## src/rtl/gpuMemPkg.sv

```systemverilog
package gpuMemPkg;

	// ----------------------------------------------------------------------
	// Widths
	// ----------------------------------------------------------------------
	localparam int vramAdrW = 20;	// Byte address over 1 MB of VRAM
	localparam int busDataW = 32;	// DDR word
	localparam int texAdrW  = 17;	// Texture line in 8 byte units
	localparam int blkAdrW  = 15;	// Block in 32 byte units
	localparam int cmdW     = 56;

	// Command opcodes in bits [2:0]
	localparam logic [2:0] cmdNone    = 3'd0;
	localparam logic [2:0] cmdPixPair = 3'd1;
	localparam logic [2:0] cmdFill    = 3'd2;

	// Burst lengths in words
	localparam int clutBeats4 = 8;		// 4bpp palette
	localparam int clutBeats8 = 128;	// 8bpp palette
	localparam int texBeats   = 2;
	localparam int fillBeats  = 8;

	// Bus sequencer states
	localparam logic [1:0] seqIdle  = 2'd0;
	localparam logic [1:0] seqWait  = 2'd1;	// Request up, no ack yet
	localparam logic [1:0] seqBurst = 2'd2;

	typedef enum logic [1:0] {kindFill, kindPair, kindClut, kindTex} burstKindE;

	// Pixel pair view of the command word
	typedef struct packed {
		logic [15:0]        colorL;		// [55:40]
		logic [15:0]        colorR;		// [39:24]
		logic [1:0]         validPair;	// [23:22]
		logic [blkAdrW-1:0] blkAdr;		// [21:7]
		logic [2:0]         pairId;		// [6:4]
		logic               rsv;
		logic [2:0]         op;
	} pairCmdS;

	// Fill view, one colour for the whole block
	typedef struct packed {
		logic [15:0]        color;		// [55:40]
		logic [17:0]        unused;
		logic [blkAdrW-1:0] blkAdr;
		logic [2:0]         pairId;
		logic               rsv;
		logic [2:0]         op;
	} fillCmdS;

	typedef union packed {
		pairCmdS pair;
		fillCmdS fill;
	} memCmdU;

endpackage

```

## src/rtl/beatIf.sv

```systemverilog
`timescale 1ns/1ps

// Read beats from the sequencer toward the caches
interface beatIf import gpuMemPkg::*; ();

	logic                beat;		// One per acked read word
	logic [6:0]          beatIdx;
	logic [busDataW-1:0] data;
	burstKindE           kind;
	logic                texRight;
	logic [vramAdrW-1:0] baseAdr;	// Start of the running burst
	logic                last;		// First cycle after the final beat

	modport src (output beat, beatIdx, data, kind, texRight, baseAdr, last);
	modport dst (input beat, beatIdx, data, kind, texRight, baseAdr, last);

endinterface

```

## src/rtl/burstReqIf.sv

```systemverilog
`timescale 1ns/1ps

// One selected burst, arbiter to sequencer
interface burstReqIf import gpuMemPkg::*; ();

	logic                start;		// Single cycle, only while idle
	burstKindE           kind;
	logic [vramAdrW-1:0] baseAdr;	// Byte address of beat 0
	logic [6:0]          beatCount;	// Beats minus one
	logic [busDataW-1:0] fillWord;
	logic [1:0]          fillMask;	// One bit per 16 bit pixel
	logic [2:0]          pairId;	// Word slot inside the block for pair writes
	logic                texRight;
	logic                idle;		// Sequencer free

	modport arb (output start, kind, baseAdr, beatCount, fillWord, fillMask, pairId,
		texRight, input idle);
	modport seq (input start, kind, baseAdr, beatCount, fillWord, fillMask, pairId,
		texRight, output idle);

endinterface

```

## src/rtl/burstSequencer.sv

```systemverilog
`timescale 1ns/1ps

module burstSequencer import gpuMemPkg::*; (
	input  logic                gpuClk,
	input  logic                resetX,
	burstReqIf.seq              bus,
	beatIf.src                  beats,
	// DDR burst bus
	output logic [vramAdrW-1:0] adr_o,
	input  logic [busDataW-1:0] dat_i,
	output logic [busDataW-1:0] dat_o,
	output logic [6:0]          cnt_o,
	output logic [3:0]          sel_o,
	output logic                wrt_o,
	output logic                req_o,
	input  logic                ack_i
);

	logic [1:0]          state;
	logic [6:0]          beatCnt;
	// Burst parameters, held for the whole burst
	burstKindE           kindR;
	logic [vramAdrW-1:0] baseR;
	logic [6:0]          cntR;
	logic [busDataW-1:0] wordR;
	logic [1:0]          maskR;
	logic [2:0]          pairIdR;
	logic                rightR;

	logic                isWrite;
	logic                active;
	logic                inBurst;
	logic [8:0]          stepAdr;	// Byte offset from the base

	assign isWrite = (kindR == kindFill) | (kindR == kindPair);
	assign active  = (state != seqIdle);
	assign inBurst = (state == seqBurst);

	// ----------------------------------------------------------------------
	// Bus FSM
	// ----------------------------------------------------------------------
	always_ff @(posedge gpuClk) begin
		if (resetX) begin
			state   <= seqIdle;
			beatCnt <= 7'd0;
		end else begin
			case (state)
				seqIdle: begin
					if (bus.start) begin
						state   <= seqWait;
						beatCnt <= 7'd0;
					end
				end
				seqWait: begin
					// Slave may stall here as long as it likes
					if (ack_i) begin
						state   <= seqBurst;
						beatCnt <= beatCnt + 7'd1;
					end
				end
				seqBurst: begin
					if (ack_i)
						beatCnt <= beatCnt + 7'd1;
					else
						state <= seqIdle;	// Ack run over
				end
				default: state <= seqIdle;
			endcase
		end
	end

	// Take the burst from the arbiter
	always_ff @(posedge gpuClk) begin
		if (bus.start & ~active) begin
			kindR   <= bus.kind;
			baseR   <= bus.baseAdr;
			cntR    <= bus.beatCount;
			wordR   <= bus.fillWord;
			maskR   <= bus.fillMask;
			pairIdR <= bus.pairId;
			rightR  <= bus.texRight;
		end
	end

	// Pair write targets one word slot; all other bursts walk the words
	assign stepAdr = (kindR == kindPair) ? {4'd0, pairIdR, 2'b00} : {beatCnt, 2'b00};

	assign adr_o = baseR + {11'd0, stepAdr};
	assign cnt_o = cntR;
	assign dat_o = wordR;
	assign sel_o = isWrite ? {maskR[1], maskR[1], maskR[0], maskR[0]} : 4'hF;
	assign wrt_o = isWrite & active;
	// Drops in the very cycle the ack run ends
	assign req_o = (state == seqWait) | (inBurst & ack_i);

	assign bus.idle = ~active;

	// Read beats toward the caches
	assign beats.beat     = ack_i & active & ~isWrite;
	assign beats.beatIdx  = beatCnt;
	assign beats.data     = dat_i;
	assign beats.kind     = kindR;
	assign beats.texRight = rightR;
	assign beats.baseAdr  = baseR;
	assign beats.last     = inBurst & ~ack_i;

endmodule

```

## src/rtl/cacheFeed.sv

```systemverilog
`timescale 1ns/1ps

module cacheFeed import gpuMemPkg::*; (
	input  logic                gpuClk,
	input  logic                resetX,
	beatIf.dst                  beats,
	// Texture cache fill
	output logic                texWrite_o,
	output logic [texAdrW-1:0]  texWriteAdr_o,
	output logic [63:0]         texData_o,
	output logic                texDoneL_o,
	output logic                texDoneR_o,
	// Palette cache fill
	output logic                clutWrite_o,
	output logic [6:0]          clutIndex_o,
	output logic [busDataW-1:0] clutData_o,
	output logic                clutDone_o
);

	logic                texBeat;
	logic                clutBeat;
	logic                texEnd;
	logic [busDataW-1:0] texLoR;	// Word 0 of the line
	logic [busDataW-1:0] texHiR;
	logic [texAdrW-1:0]  lineAdrR;
	logic                clutWriteR;
	logic [6:0]          clutIdxR;
	logic [busDataW-1:0] clutDataR;

	assign texBeat  = beats.beat & (beats.kind == kindTex);
	assign clutBeat = beats.beat & (beats.kind == kindClut);
	assign texEnd   = beats.last & (beats.kind == kindTex);

	always_ff @(posedge gpuClk) begin
		if (resetX)
			clutWriteR <= 1'b0;
		else
			clutWriteR <= clutBeat;	// One palette write per beat
	end

	always_ff @(posedge gpuClk) begin
		if (texBeat) begin
			if (beats.beatIdx[0]) begin
				texHiR <= beats.data;
			end else begin
				texLoR   <= beats.data;
				lineAdrR <= beats.baseAdr[vramAdrW-1:3];	// Back to 8 byte units
			end
		end
		if (clutBeat) begin
			clutIdxR  <= beats.beatIdx;
			clutDataR <= beats.data;
		end
	end

	// Line is complete once the burst has ended
	assign texWrite_o    = texEnd;
	assign texWriteAdr_o = lineAdrR;
	assign texData_o     = {texHiR, texLoR};
	assign texDoneL_o    = texEnd & ~beats.texRight;
	assign texDoneR_o    = texEnd & beats.texRight;

	assign clutWrite_o = clutWriteR;
	assign clutIndex_o = clutIdxR;
	assign clutData_o  = clutDataR;
	assign clutDone_o  = beats.last & (beats.kind == kindClut);	// Lines up with final write

endmodule

```

## src/rtl/memArbiter.sv

```systemverilog
`timescale 1ns/1ps

module memArbiter import gpuMemPkg::*; (
	input  logic                gpuClk,
	input  logic                resetX,
	// ----------------------------------------------------------------------
	// GPU side
	// ----------------------------------------------------------------------
	input  logic [cmdW-1:0]     cmdWord_i,	// Non zero op takes a command
	output logic                cmdReady_o,
	output logic                busy_o,
	input  logic                clutReq_i,
	input  logic                clut8Bpp_i,
	input  logic [blkAdrW-1:0]  clutAdr_i,
	input  logic                texReqL_i,
	input  logic [texAdrW-1:0]  texAdrL_i,
	input  logic                texReqR_i,
	input  logic [texAdrW-1:0]  texAdrR_i,
	output logic                texWrite_o,
	output logic [texAdrW-1:0]  texWriteAdr_o,
	output logic [63:0]         texData_o,
	output logic                texDoneL_o,
	output logic                texDoneR_o,
	output logic                clutWrite_o,
	output logic [6:0]          clutIndex_o,
	output logic [busDataW-1:0] clutData_o,
	output logic                clutDone_o,
	// ----------------------------------------------------------------------
	// DDR side
	// ----------------------------------------------------------------------
	output logic [vramAdrW-1:0] adr_o,
	input  logic [busDataW-1:0] dat_i,
	output logic [busDataW-1:0] dat_o,
	output logic [6:0]          cnt_o,
	output logic [3:0]          sel_o,
	output logic                wrt_o,
	output logic                req_o,
	input  logic                ack_i
);

	burstReqIf burstBus ();
	beatIf     beatBus ();

	requestArbiter uArb (
		.gpuClk     (gpuClk),
		.resetX     (resetX),
		.cmdWord_i  (cmdWord_i),
		.cmdReady_o (cmdReady_o),
		.clutReq_i  (clutReq_i),
		.clut8Bpp_i (clut8Bpp_i),
		.clutAdr_i  (clutAdr_i),
		.texReqL_i  (texReqL_i),
		.texAdrL_i  (texAdrL_i),
		.texReqR_i  (texReqR_i),
		.texAdrR_i  (texAdrR_i),
		.busy_o     (busy_o),
		.bus        (burstBus.arb)
	);

	burstSequencer uSeq (
		.gpuClk (gpuClk),
		.resetX (resetX),
		.bus    (burstBus.seq),
		.beats  (beatBus.src),
		.adr_o  (adr_o),
		.dat_i  (dat_i),
		.dat_o  (dat_o),
		.cnt_o  (cnt_o),
		.sel_o  (sel_o),
		.wrt_o  (wrt_o),
		.req_o  (req_o),
		.ack_i  (ack_i)
	);

	cacheFeed uFeed (
		.gpuClk        (gpuClk),
		.resetX        (resetX),
		.beats         (beatBus.dst),
		.texWrite_o    (texWrite_o),
		.texWriteAdr_o (texWriteAdr_o),
		.texData_o     (texData_o),
		.texDoneL_o    (texDoneL_o),
		.texDoneR_o    (texDoneR_o),
		.clutWrite_o   (clutWrite_o),
		.clutIndex_o   (clutIndex_o),
		.clutData_o    (clutData_o),
		.clutDone_o    (clutDone_o)
	);

endmodule

```

## src/rtl/requestArbiter.sv

```systemverilog
`timescale 1ns/1ps

module requestArbiter import gpuMemPkg::*; (
	input  logic               gpuClk,
	input  logic               resetX,
	// Command side
	input  memCmdU             cmdWord_i,
	output logic               cmdReady_o,
	// CLUT cache miss
	input  logic               clutReq_i,
	input  logic               clut8Bpp_i,
	input  logic [blkAdrW-1:0] clutAdr_i,
	// Texture cache misses
	input  logic               texReqL_i,
	input  logic [texAdrW-1:0] texAdrL_i,
	input  logic               texReqR_i,
	input  logic [texAdrW-1:0] texAdrR_i,
	output logic               busy_o,
	burstReqIf.arb             bus
);

	logic                busyR;
	logic                startR;
	logic                canPick;
	logic                cmdTake;
	logic                anyTake;
	// Next burst, picked combinationally
	burstKindE           kindSel;
	logic [vramAdrW-1:0] adrSel;
	logic [6:0]          cntSel;
	logic [busDataW-1:0] wordSel;
	logic [1:0]          maskSel;
	logic                rightSel;
	// Latched burst
	burstKindE           kindR;
	logic [vramAdrW-1:0] adrR;
	logic [6:0]          cntR;
	logic [busDataW-1:0] wordR;
	logic [1:0]          maskR;
	logic [2:0]          pairIdR;
	logic                rightR;

	assign canPick    = bus.idle & ~busyR;
	assign cmdReady_o = canPick;
	assign cmdTake    = canPick & (cmdWord_i.pair.op != cmdNone);
	assign anyTake    = cmdTake | (canPick & (clutReq_i | texReqL_i | texReqR_i));

	// ----------------------------------------------------------------------
	// Fixed priority: command > CLUT > texture L > texture R
	// ----------------------------------------------------------------------
	always_comb begin
		kindSel  = kindTex;
		adrSel   = {texAdrR_i, 3'b000};	// 8 byte line
		cntSel   = 7'(texBeats - 1);
		wordSel  = {cmdWord_i.pair.colorR, cmdWord_i.pair.colorL};
		maskSel  = cmdWord_i.pair.validPair;
		rightSel = 1'b1;
		if (cmdTake) begin
			adrSel   = {cmdWord_i.pair.blkAdr, 5'b00000};	// 32 byte block
			kindSel  = kindPair;	// Unknown opcodes fall here too
			cntSel   = 7'd0;
			rightSel = 1'b0;
			case (cmdWord_i.pair.op)
				cmdFill: begin
					kindSel = kindFill;
					cntSel  = 7'(fillBeats - 1);
					wordSel = {cmdWord_i.fill.color, cmdWord_i.fill.color};
					maskSel = 2'b11;
				end
				cmdPixPair: maskSel = cmdWord_i.pair.validPair;
				default:    maskSel = 2'b00;	// Harmless write, no byte lanes
			endcase
		end else if (clutReq_i) begin
			kindSel  = kindClut;
			adrSel   = {clutAdr_i, 5'b00000};
			cntSel   = clut8Bpp_i ? 7'(clutBeats8 - 1) : 7'(clutBeats4 - 1);
			rightSel = 1'b0;
		end else if (texReqL_i) begin
			adrSel   = {texAdrL_i, 3'b000};
			rightSel = 1'b0;
		end
	end

	always_ff @(posedge gpuClk) begin
		if (resetX) begin
			busyR  <= 1'b0;
			startR <= 1'b0;
		end else begin
			startR <= anyTake;
			if (anyTake)
				busyR <= 1'b1;
			else if (bus.idle & ~startR)	// Sequencer back to idle
				busyR <= 1'b0;
		end
	end

	always_ff @(posedge gpuClk) begin
		if (anyTake) begin
			kindR   <= kindSel;
			adrR    <= adrSel;
			cntR    <= cntSel;
			wordR   <= wordSel;
			maskR   <= maskSel;
			pairIdR <= cmdWord_i.pair.pairId;
			rightR  <= rightSel;
		end
	end

	assign busy_o        = busyR;
	assign bus.start     = startR;
	assign bus.kind      = kindR;
	assign bus.baseAdr   = adrR;
	assign bus.beatCount = cntR;
	assign bus.fillWord  = wordR;
	assign bus.fillMask  = maskR;
	assign bus.pairId    = pairIdR;
	assign bus.texRight  = rightR;

endmodule

```

## config.mk

```make
export PLATFORM = sky130hd
export DESIGN_NAME = memArbiter
export DESIGN_NICKNAME = d
export VERILOG_FILES = /design/src/rtl/gpuMemPkg.sv /design/src/rtl/beatIf.sv /design/src/rtl/burstReqIf.sv /design/src/rtl/burstSequencer.sv /design/src/rtl/cacheFeed.sv /design/src/rtl/memArbiter.sv /design/src/rtl/requestArbiter.sv
export SDC_FILE = /design/constraint.sdc
export NUM_CORES = 1
export LEC_CHECK = 0
export BUFFER_PORTS_ARGS = -buffer_cell sky130_fd_sc_hd__buf_2
export CAP_MARGIN = 20
export CORE_MARGIN = 3
export CORE_UTILIZATION = 44
export DETAILED_ROUTE_END_ITERATION = 16
export PLACE_DENSITY = 0.77
export SLEW_MARGIN = 20
export SYNTH_ARGS = -nofsm -noshare
export SYNTH_HDL_FRONTEND = slang
export SYNTH_SLANG_ARGS = --single-unit
export TNS_END_PERCENT = 5
```

## constraint.sdc

```tcl
create_clock -name gpuClk -period 3.84 [get_ports gpuClk]
set_clock_uncertainty 0.2 [all_clocks]
set_input_delay 0.384 -clock gpuClk [delete_from_list [all_inputs] [get_ports gpuClk]]
set_output_delay 0.384 -clock gpuClk [all_outputs]
set_load 0.005 [all_outputs]
```

# --- Word-level counts from Yosys, hierarchy flattened ---
# Index checks and enable logic that the tools add are counted.
# W data, S select, Z words.
totals:
  register_bits: 266
  latch_bits: 0
  ram_bits: 0
  rom_bits: 0
  inputBits: 144
  output_inout_bits: 192
  word_cells: 104
  mem_count: 0
op_classes:
  add_sub_neg: 2
  mul: 0
  div: 0
  order_cmp: 0
  eq_ne: 11
  n_shift: 0
  muxes: 26
  bitwise: 28
  n_reduce_logical: 12
op_table:
  columns: ["operator", "n"]
  rows:
  - ["$mux W32", 2]
  - ["$mux W20", 3]
  - ["$mux W7", 5]
  - ["$add A20 B9 Y20", 1]
  - ["$and A1 B1 Y1", 16]
  - ["$pmux W7 S2", 1]
  - ["$mux W2", 5]
  - ["$mux W9", 1]
  - ["$add A7 B1 Y7 const B", 1]
  - ["$not A1 Y1", 7]
  - ["$eq A2 B2 Y1 const B", 3]
  - ["$ne A2 B2 Y1 const B", 3]
  - ["$pmux W2 S3", 1]
  - ["$reduce_and A3 Y1", 2]
  - ["$reduce_bool A2 Y1", 3]
  - ["$mux W1", 5]
  - ["$or A1 B1 Y1", 5]
  - ["$eq A2 B1 Y1 const B", 2]
  - ["$logic_not A2 Y1", 2]
  - ["$mux W4", 1]
  - ["$pmux W2 S2", 1]
  - ["$reduce_and A2 Y1", 2]
  - ["$reduce_or A2 Y1", 2]
  - ["$eq A3 B1 Y1 const B", 1]
  - ["4 further kinds", 4]

# --- Depth between registers and ports, before layout ---
logic_depth:
  word_depth: 6
  ltp_mapped: 10
  depth_no_buf: 9

# --- By module ---
# From an unflattened synthesis, not the netlist that was laid out.
unflattened:
  hier_cells: 545
  hier_area_um2: 9880.7
modules_own_cells:
  columns: ["module", "n_inst", "cells_per_inst", "area_each_um2", "seq_area_each_um2"]
  rows:
  - ["cacheFeed", 1, 129, 3706.1, 3623.5]
  - ["burstSequencer", 1, 236, 3378.2, 2192.1]
  - ["requestArbiter", 1, 180, 2796.4, 1841.8]

# --- Worst setup path after synthesis ---
# OpenSTA, ideal clock, no wires.
synth_timing:
  kind: "flip-flop to flip-flop"
  startpoint: "register uSeq.state[0]"
  endpoint: "register uFeed.texLoR[0] (enable)"
  setup_time_ns: 0.456
  arrival_ns: 2.917
  required_ns: 3.184
  setup_slack_ns: 0.267
  path_stages_with_launch: 6
  cell_sequence: "dfxtp_1 inv_1 ha_1 nor2_1 nand2_1 nor2_1"
synth_between:
  elab_chain_len: 5
synth_lines:
  columns: ["item", "line", "source"]
  rows:
  - ["start, declared", "burstSequencer.sv:19", "logic [1:0] state;"]
  - ["start signal, assigned", "burstSequencer.sv:44", "state <= seqIdle;"]
  - ["start signal, assigned", "burstSequencer.sv:50", "state <= seqWait;"]
  - ["start signal, assigned", "burstSequencer.sv:57", "state <= seqBurst;"]
  - ["$reduce_bool A2 Y1", "burstSequencer.sv:36", "assign active = (state != seqIdle);"]
  - ["$and A1 B1 Y1 (2 in series)", "burstSequencer.sv:99", "assign beats.beat = ack_i & active & ~isWrite;"]
  - ["$and A1 B1 Y1", "cacheFeed.sv:30", "assign texBeat = beats.beat & (beats.kind == kindTex);"]
  - ["$reduce_and A2 Y1 (no source line)", null, null]
  - ["end signal, assigned", "cacheFeed.sv:46", "texLoR <= beats.data;"]
  - ["end, declared", "cacheFeed.sv:23", "logic [busDataW-1:0] texLoR;"]
# Every way passes these cells.
# A chain may end at the register's enable or synchronous reset.

# --- Worst setup path after layout ---
layout_timing:
  startpoint: "register uSeq.kindR[1], in the netlist uSeq.beats.kind[1]"
  endpoint: "output adr_o[19]"
layout_between:
  elab_chain_len: 3
layout_lines:
  columns: ["item", "line", "source"]
  rows:
  - ["start, declared", "burstSequencer.sv:22", "burstKindE kindR;"]
  - ["start signal, assigned", "burstSequencer.sv:75", "kindR <= bus.kind;"]
  - ["$eq A2 B1 Y1", "burstSequencer.sv:86", "assign stepAdr = (kindR == kindPair) ? {4'd0, pairIdR, 2'b00} : {beatCnt, 2'b00};"]
  - ["$mux W9", "burstSequencer.sv:86", null]
  - ["$add A20 B9 Y20", "burstSequencer.sv:88", "assign adr_o = baseR + {11'd0, stepAdr};"]
  - ["end, declared", "memArbiter.sv:31", "output logic [vramAdrW-1:0] adr_o,"]
# Every way passes these cells.

==> qor.txt <==
Leakage: 5.27 nW
Total congestion overflow: 0
WL final: 23200 µm
Status: completed
First-pass GRT wire length: 33300 µm
Number of synthesized register bits: 252
Reg area: 0.00745 mm²
Clk_lat worst skew: 0.52 ns
Final GP Congestion: 0.849
# fillers: 1425
Critical Path RT: 3.26 ns
Cells after Synth: 512
# IOs: 336
Critical Path Max Stage Delay: 0.40 ns
Worst hold slack: 0.0297 ns
Final Setup Violations: 0
Critical Path Start: uSeq.beats.kind[1]
First-iteration detailed-routing DRC count: 239
CTS max path bufs: 3
CP endpoint kind: output pin
Placed instance area: 0.0112 mm²
Height of the die: 151 µm
CP Launch Type: flop
RR Startpoint: uSeq.state[0]
Power Dens Cells: 669 mW/mm²
Die footprint: 0.0227 mm²
Final hold vios: 0
Final net count: 1106
Antenna violations before repair: 2
Netlist cell types: 45
Core box area: 0.0204 mm²
Clk pin slew, worst setup/hold paths: 0.06 ns
Routed via count: 6003
Hold Crit Class: in2reg
Max-cap viol count: 0
Most frequent cells in the layout: 332 x buf_2, 240 x edfxtp_1, 83 x dlygate4sd3_1
Crit-path slowest cell: edfxtp_1
Worst Hold Launch: clutAdr_i[8]
FF-to-FF path depth: 7
FP Rows: 52
Die Wd: 151 µm
CTS Root Cell: clkbuf_16
Setup CP Type: reg2out
Area of the multi-input gates: 0.00163 mm²
CTS Buf Count: 26
Port bufs: 332
Final Cycle Share: 95.8%
Sequential share of the synthesized area: 80.8%
Measured slew at the worst slew-check pin: 0.991 ns
Dpl cells: 1104
Cells along the critical path: nand2b_4 > mux2_2 > ha_1 > fa_2 > a211oi_1 > o21bai_1 > a21oi_1 > buf_4 > nand4b_1 > xnor2_1 > buf_2
Finished Cell Area: 0.0129 mm²
Fraction of layout cells with a size suffix above 1: 42.8%
CP arrival: 3.09 ns
Drt first pass iters: 5
Final Max Tran Viols: 0
Fin util: 63.2%
Cell area after synthesis: 0.00922 mm²
Final WS setup: 0.163 ns
VDD IR-drop max: 469 µV
Via density: 4.85
DRT antenna net count: 0
Post-place setup slack: 0.434 ns
# H-tree levels: 1
Commonest non-fill, non-tap cell in the layout: buf_2
Syn. warnings: 0
Total GRT Usage: 19.3%
Wire length per cell: 18.7 µm
Vias in the first global route: 6045
Clock sinks: 252
Synthesis-to-layout area growth: 40.1%
Ys async rst share: 0%
Achievable frequency: 272 MHz
Number of synthesized flops with an enable pin: 240
Largest net degree at the start of global routing: 61
Initial Utilization: 45.1%
Slew headroom: 33.9%
Post-layout min period: 3.68 ns
Hold path cells: 3
DP Wirelength: 15500 µm
# diodes: 0
Ys flop type: edfxtp_1
Cell Count, Final, Fillers Out: 1239
Avg Cell Area, Syn: 18.0 µm²
Crit-path max FO: 7
CTS tree: done
DRC viols: 0
## through the flow
stage / setup TNS [ns] / power [W]
after floorplan: 0 / 0.00529
after global placement: 0 / 0.00606
after detailed placement: 0 / 0.00612
after CTS: 0 / 0.00868
after global routing: -0.00406 / 0.00907
final: 0 / 0.00864
## state kept, by name, indices dropped and copies added, names as in the netlist, 3 cells and up
name,flops
uSeq.dat_o,32
uFeed.clutIndex_o,7
uSeq.beats.baseAdr,17
uSeq.beats.beatIdx,7
uSeq.pairIdR,3
uFeed.clutData_o,32
uArb.bus.fillWord,32
uArb.bus.pairId,3
uArb.bus.beatCount,3
uArb.bus.baseAdr,17
uFeed.texLoR,32
uFeed.texHiR,32
uFeed.texWriteAdr_o,17
uSeq.cnt_o,3
## power by group
part,total [W],switching (W),internal (W),leakage (nW)
registers,0.00438,0.000273,0.00410,2.35
clock network,0.00247,0.000998,0.00148,0.412
logic,0.00179,0.00110,0.000691,2.51
total,0.00864,0.00237,0.00627,5.27
## final timing paths
check / endpoint / slack (ns)
worst max-delay path: adr_o[19] / 0.16
worst max register to register: uArb.bus.fillWord[21] / 0.85
worst min register to register: uSeq.beats.baseAdr[7] / 0.21
worst min-delay path: uArb.bus.baseAdr[13] / 0.03
## per-layer routing
| layer | GRT usage, % | wire (µm) | vias to the layer above |
|---|---|---|---|
| li1 | - | - | 2797 |
| met1 | 22.0 | 8580 | 2823 |
| met2 | 33.8 | 11300 | 333 |
| met3 | 6.56 | 2570 | 46 |
| met4 | 6.84 | 704 | 4 |
| met5 | 0 | 32 | - |
## worst max-delay path, delay by kind of cell (launching register included)
| kind | cells | cell delay (ns) |
|---|---|---|
| adder cells (fa/ha/maj) | 2 | 0.60 |
| AO/OA/AOI/OAI | 3 | 0.50 |
| flip-flops | 1 | 0.40 |
| multiplexers | 1 | 0.34 |
| AND/OR/NAND/NOR | 2 | 0.31 |
| buffers and inverters | 2 | 0.30 |
| XOR/XNOR | 1 | 0.13 |
## area by class of cell
class                   count  area share [%]
clock buffers              33            5.32
clock inverters            14            1.29
inverters                   9           0.262
multi-input cells         231            12.6
flip-flops and latches    252            57.7
well taps                 270            2.62
repair buffers            430            20.2
## Yosys cell counts, types with 3 or more instances
| library cell | instances | area, µm² |
|---|---|---|
| mux2i_1 | 19 | 190 |
| ha_1 | 11 | 138 |
| nor2b_1 | 4 | 25.0 |
| xor2_1 | 7 | 61.3 |
| nand2b_1 | 4 | 25.0 |
| nor2_1 | 35 | 131 |
| clkbuf_1 | 8 | 30.0 |
| edfxtp_1 | 240 | 7210 |
| nand2_1 | 22 | 82.6 |
| mux2_4 | 9 | 135 |
| buf_4 | 9 | 67.6 |
| xnor2_1 | 13 | 114 |
| a21o_1 | 3 | 22.5 |
| inv_1 | 9 | 33.8 |
| o21ai_0 | 19 | 95.1 |
| and3_1 | 6 | 37.5 |
| nor3_1 | 6 | 30.0 |
| or2_2 | 3 | 18.8 |
| a21oi_1 | 23 | 115 |
| a211oi_1 | 3 | 22.5 |
| dfxtp_1 | 12 | 240 |
| mux2_2 | 10 | 113 |
| nand4_1 | 5 | 31.3 |
| nand3_1 | 3 | 15.0 |
| and2_1 | 6 | 37.5 |
## logic make-up (layout without fill, tap and decap cells)
group | Yosys count | count (layout) | synth area share (%)
AO/OA/AOI/OAI | 56 | 56 | 3.45
XOR/XNOR | 20 | 20 | 1.90
adder cells (fa/ha/maj) | 12 | 12 | 1.71
buffers and inverters | 30 | 486 | 1.82
flip-flops | 252 | 252 | 80.8
multiplexers | 38 | 38 | 4.75
other | 1 | 2 | 0.0407
AND/OR/NAND/NOR | 103 | 103 | 5.53
## timing repair
action / CTS / global route
buffers inserted: 1 / 4
endpoints found under the hold margin: 150 / 0
cloned: 0 / 0
gates resized for setup: 1 / 1
hold buffers: 83 / 0
endpoints found under the setup margin: 6 / 6
Note: power is estimated with default switching activity, not from simulation.
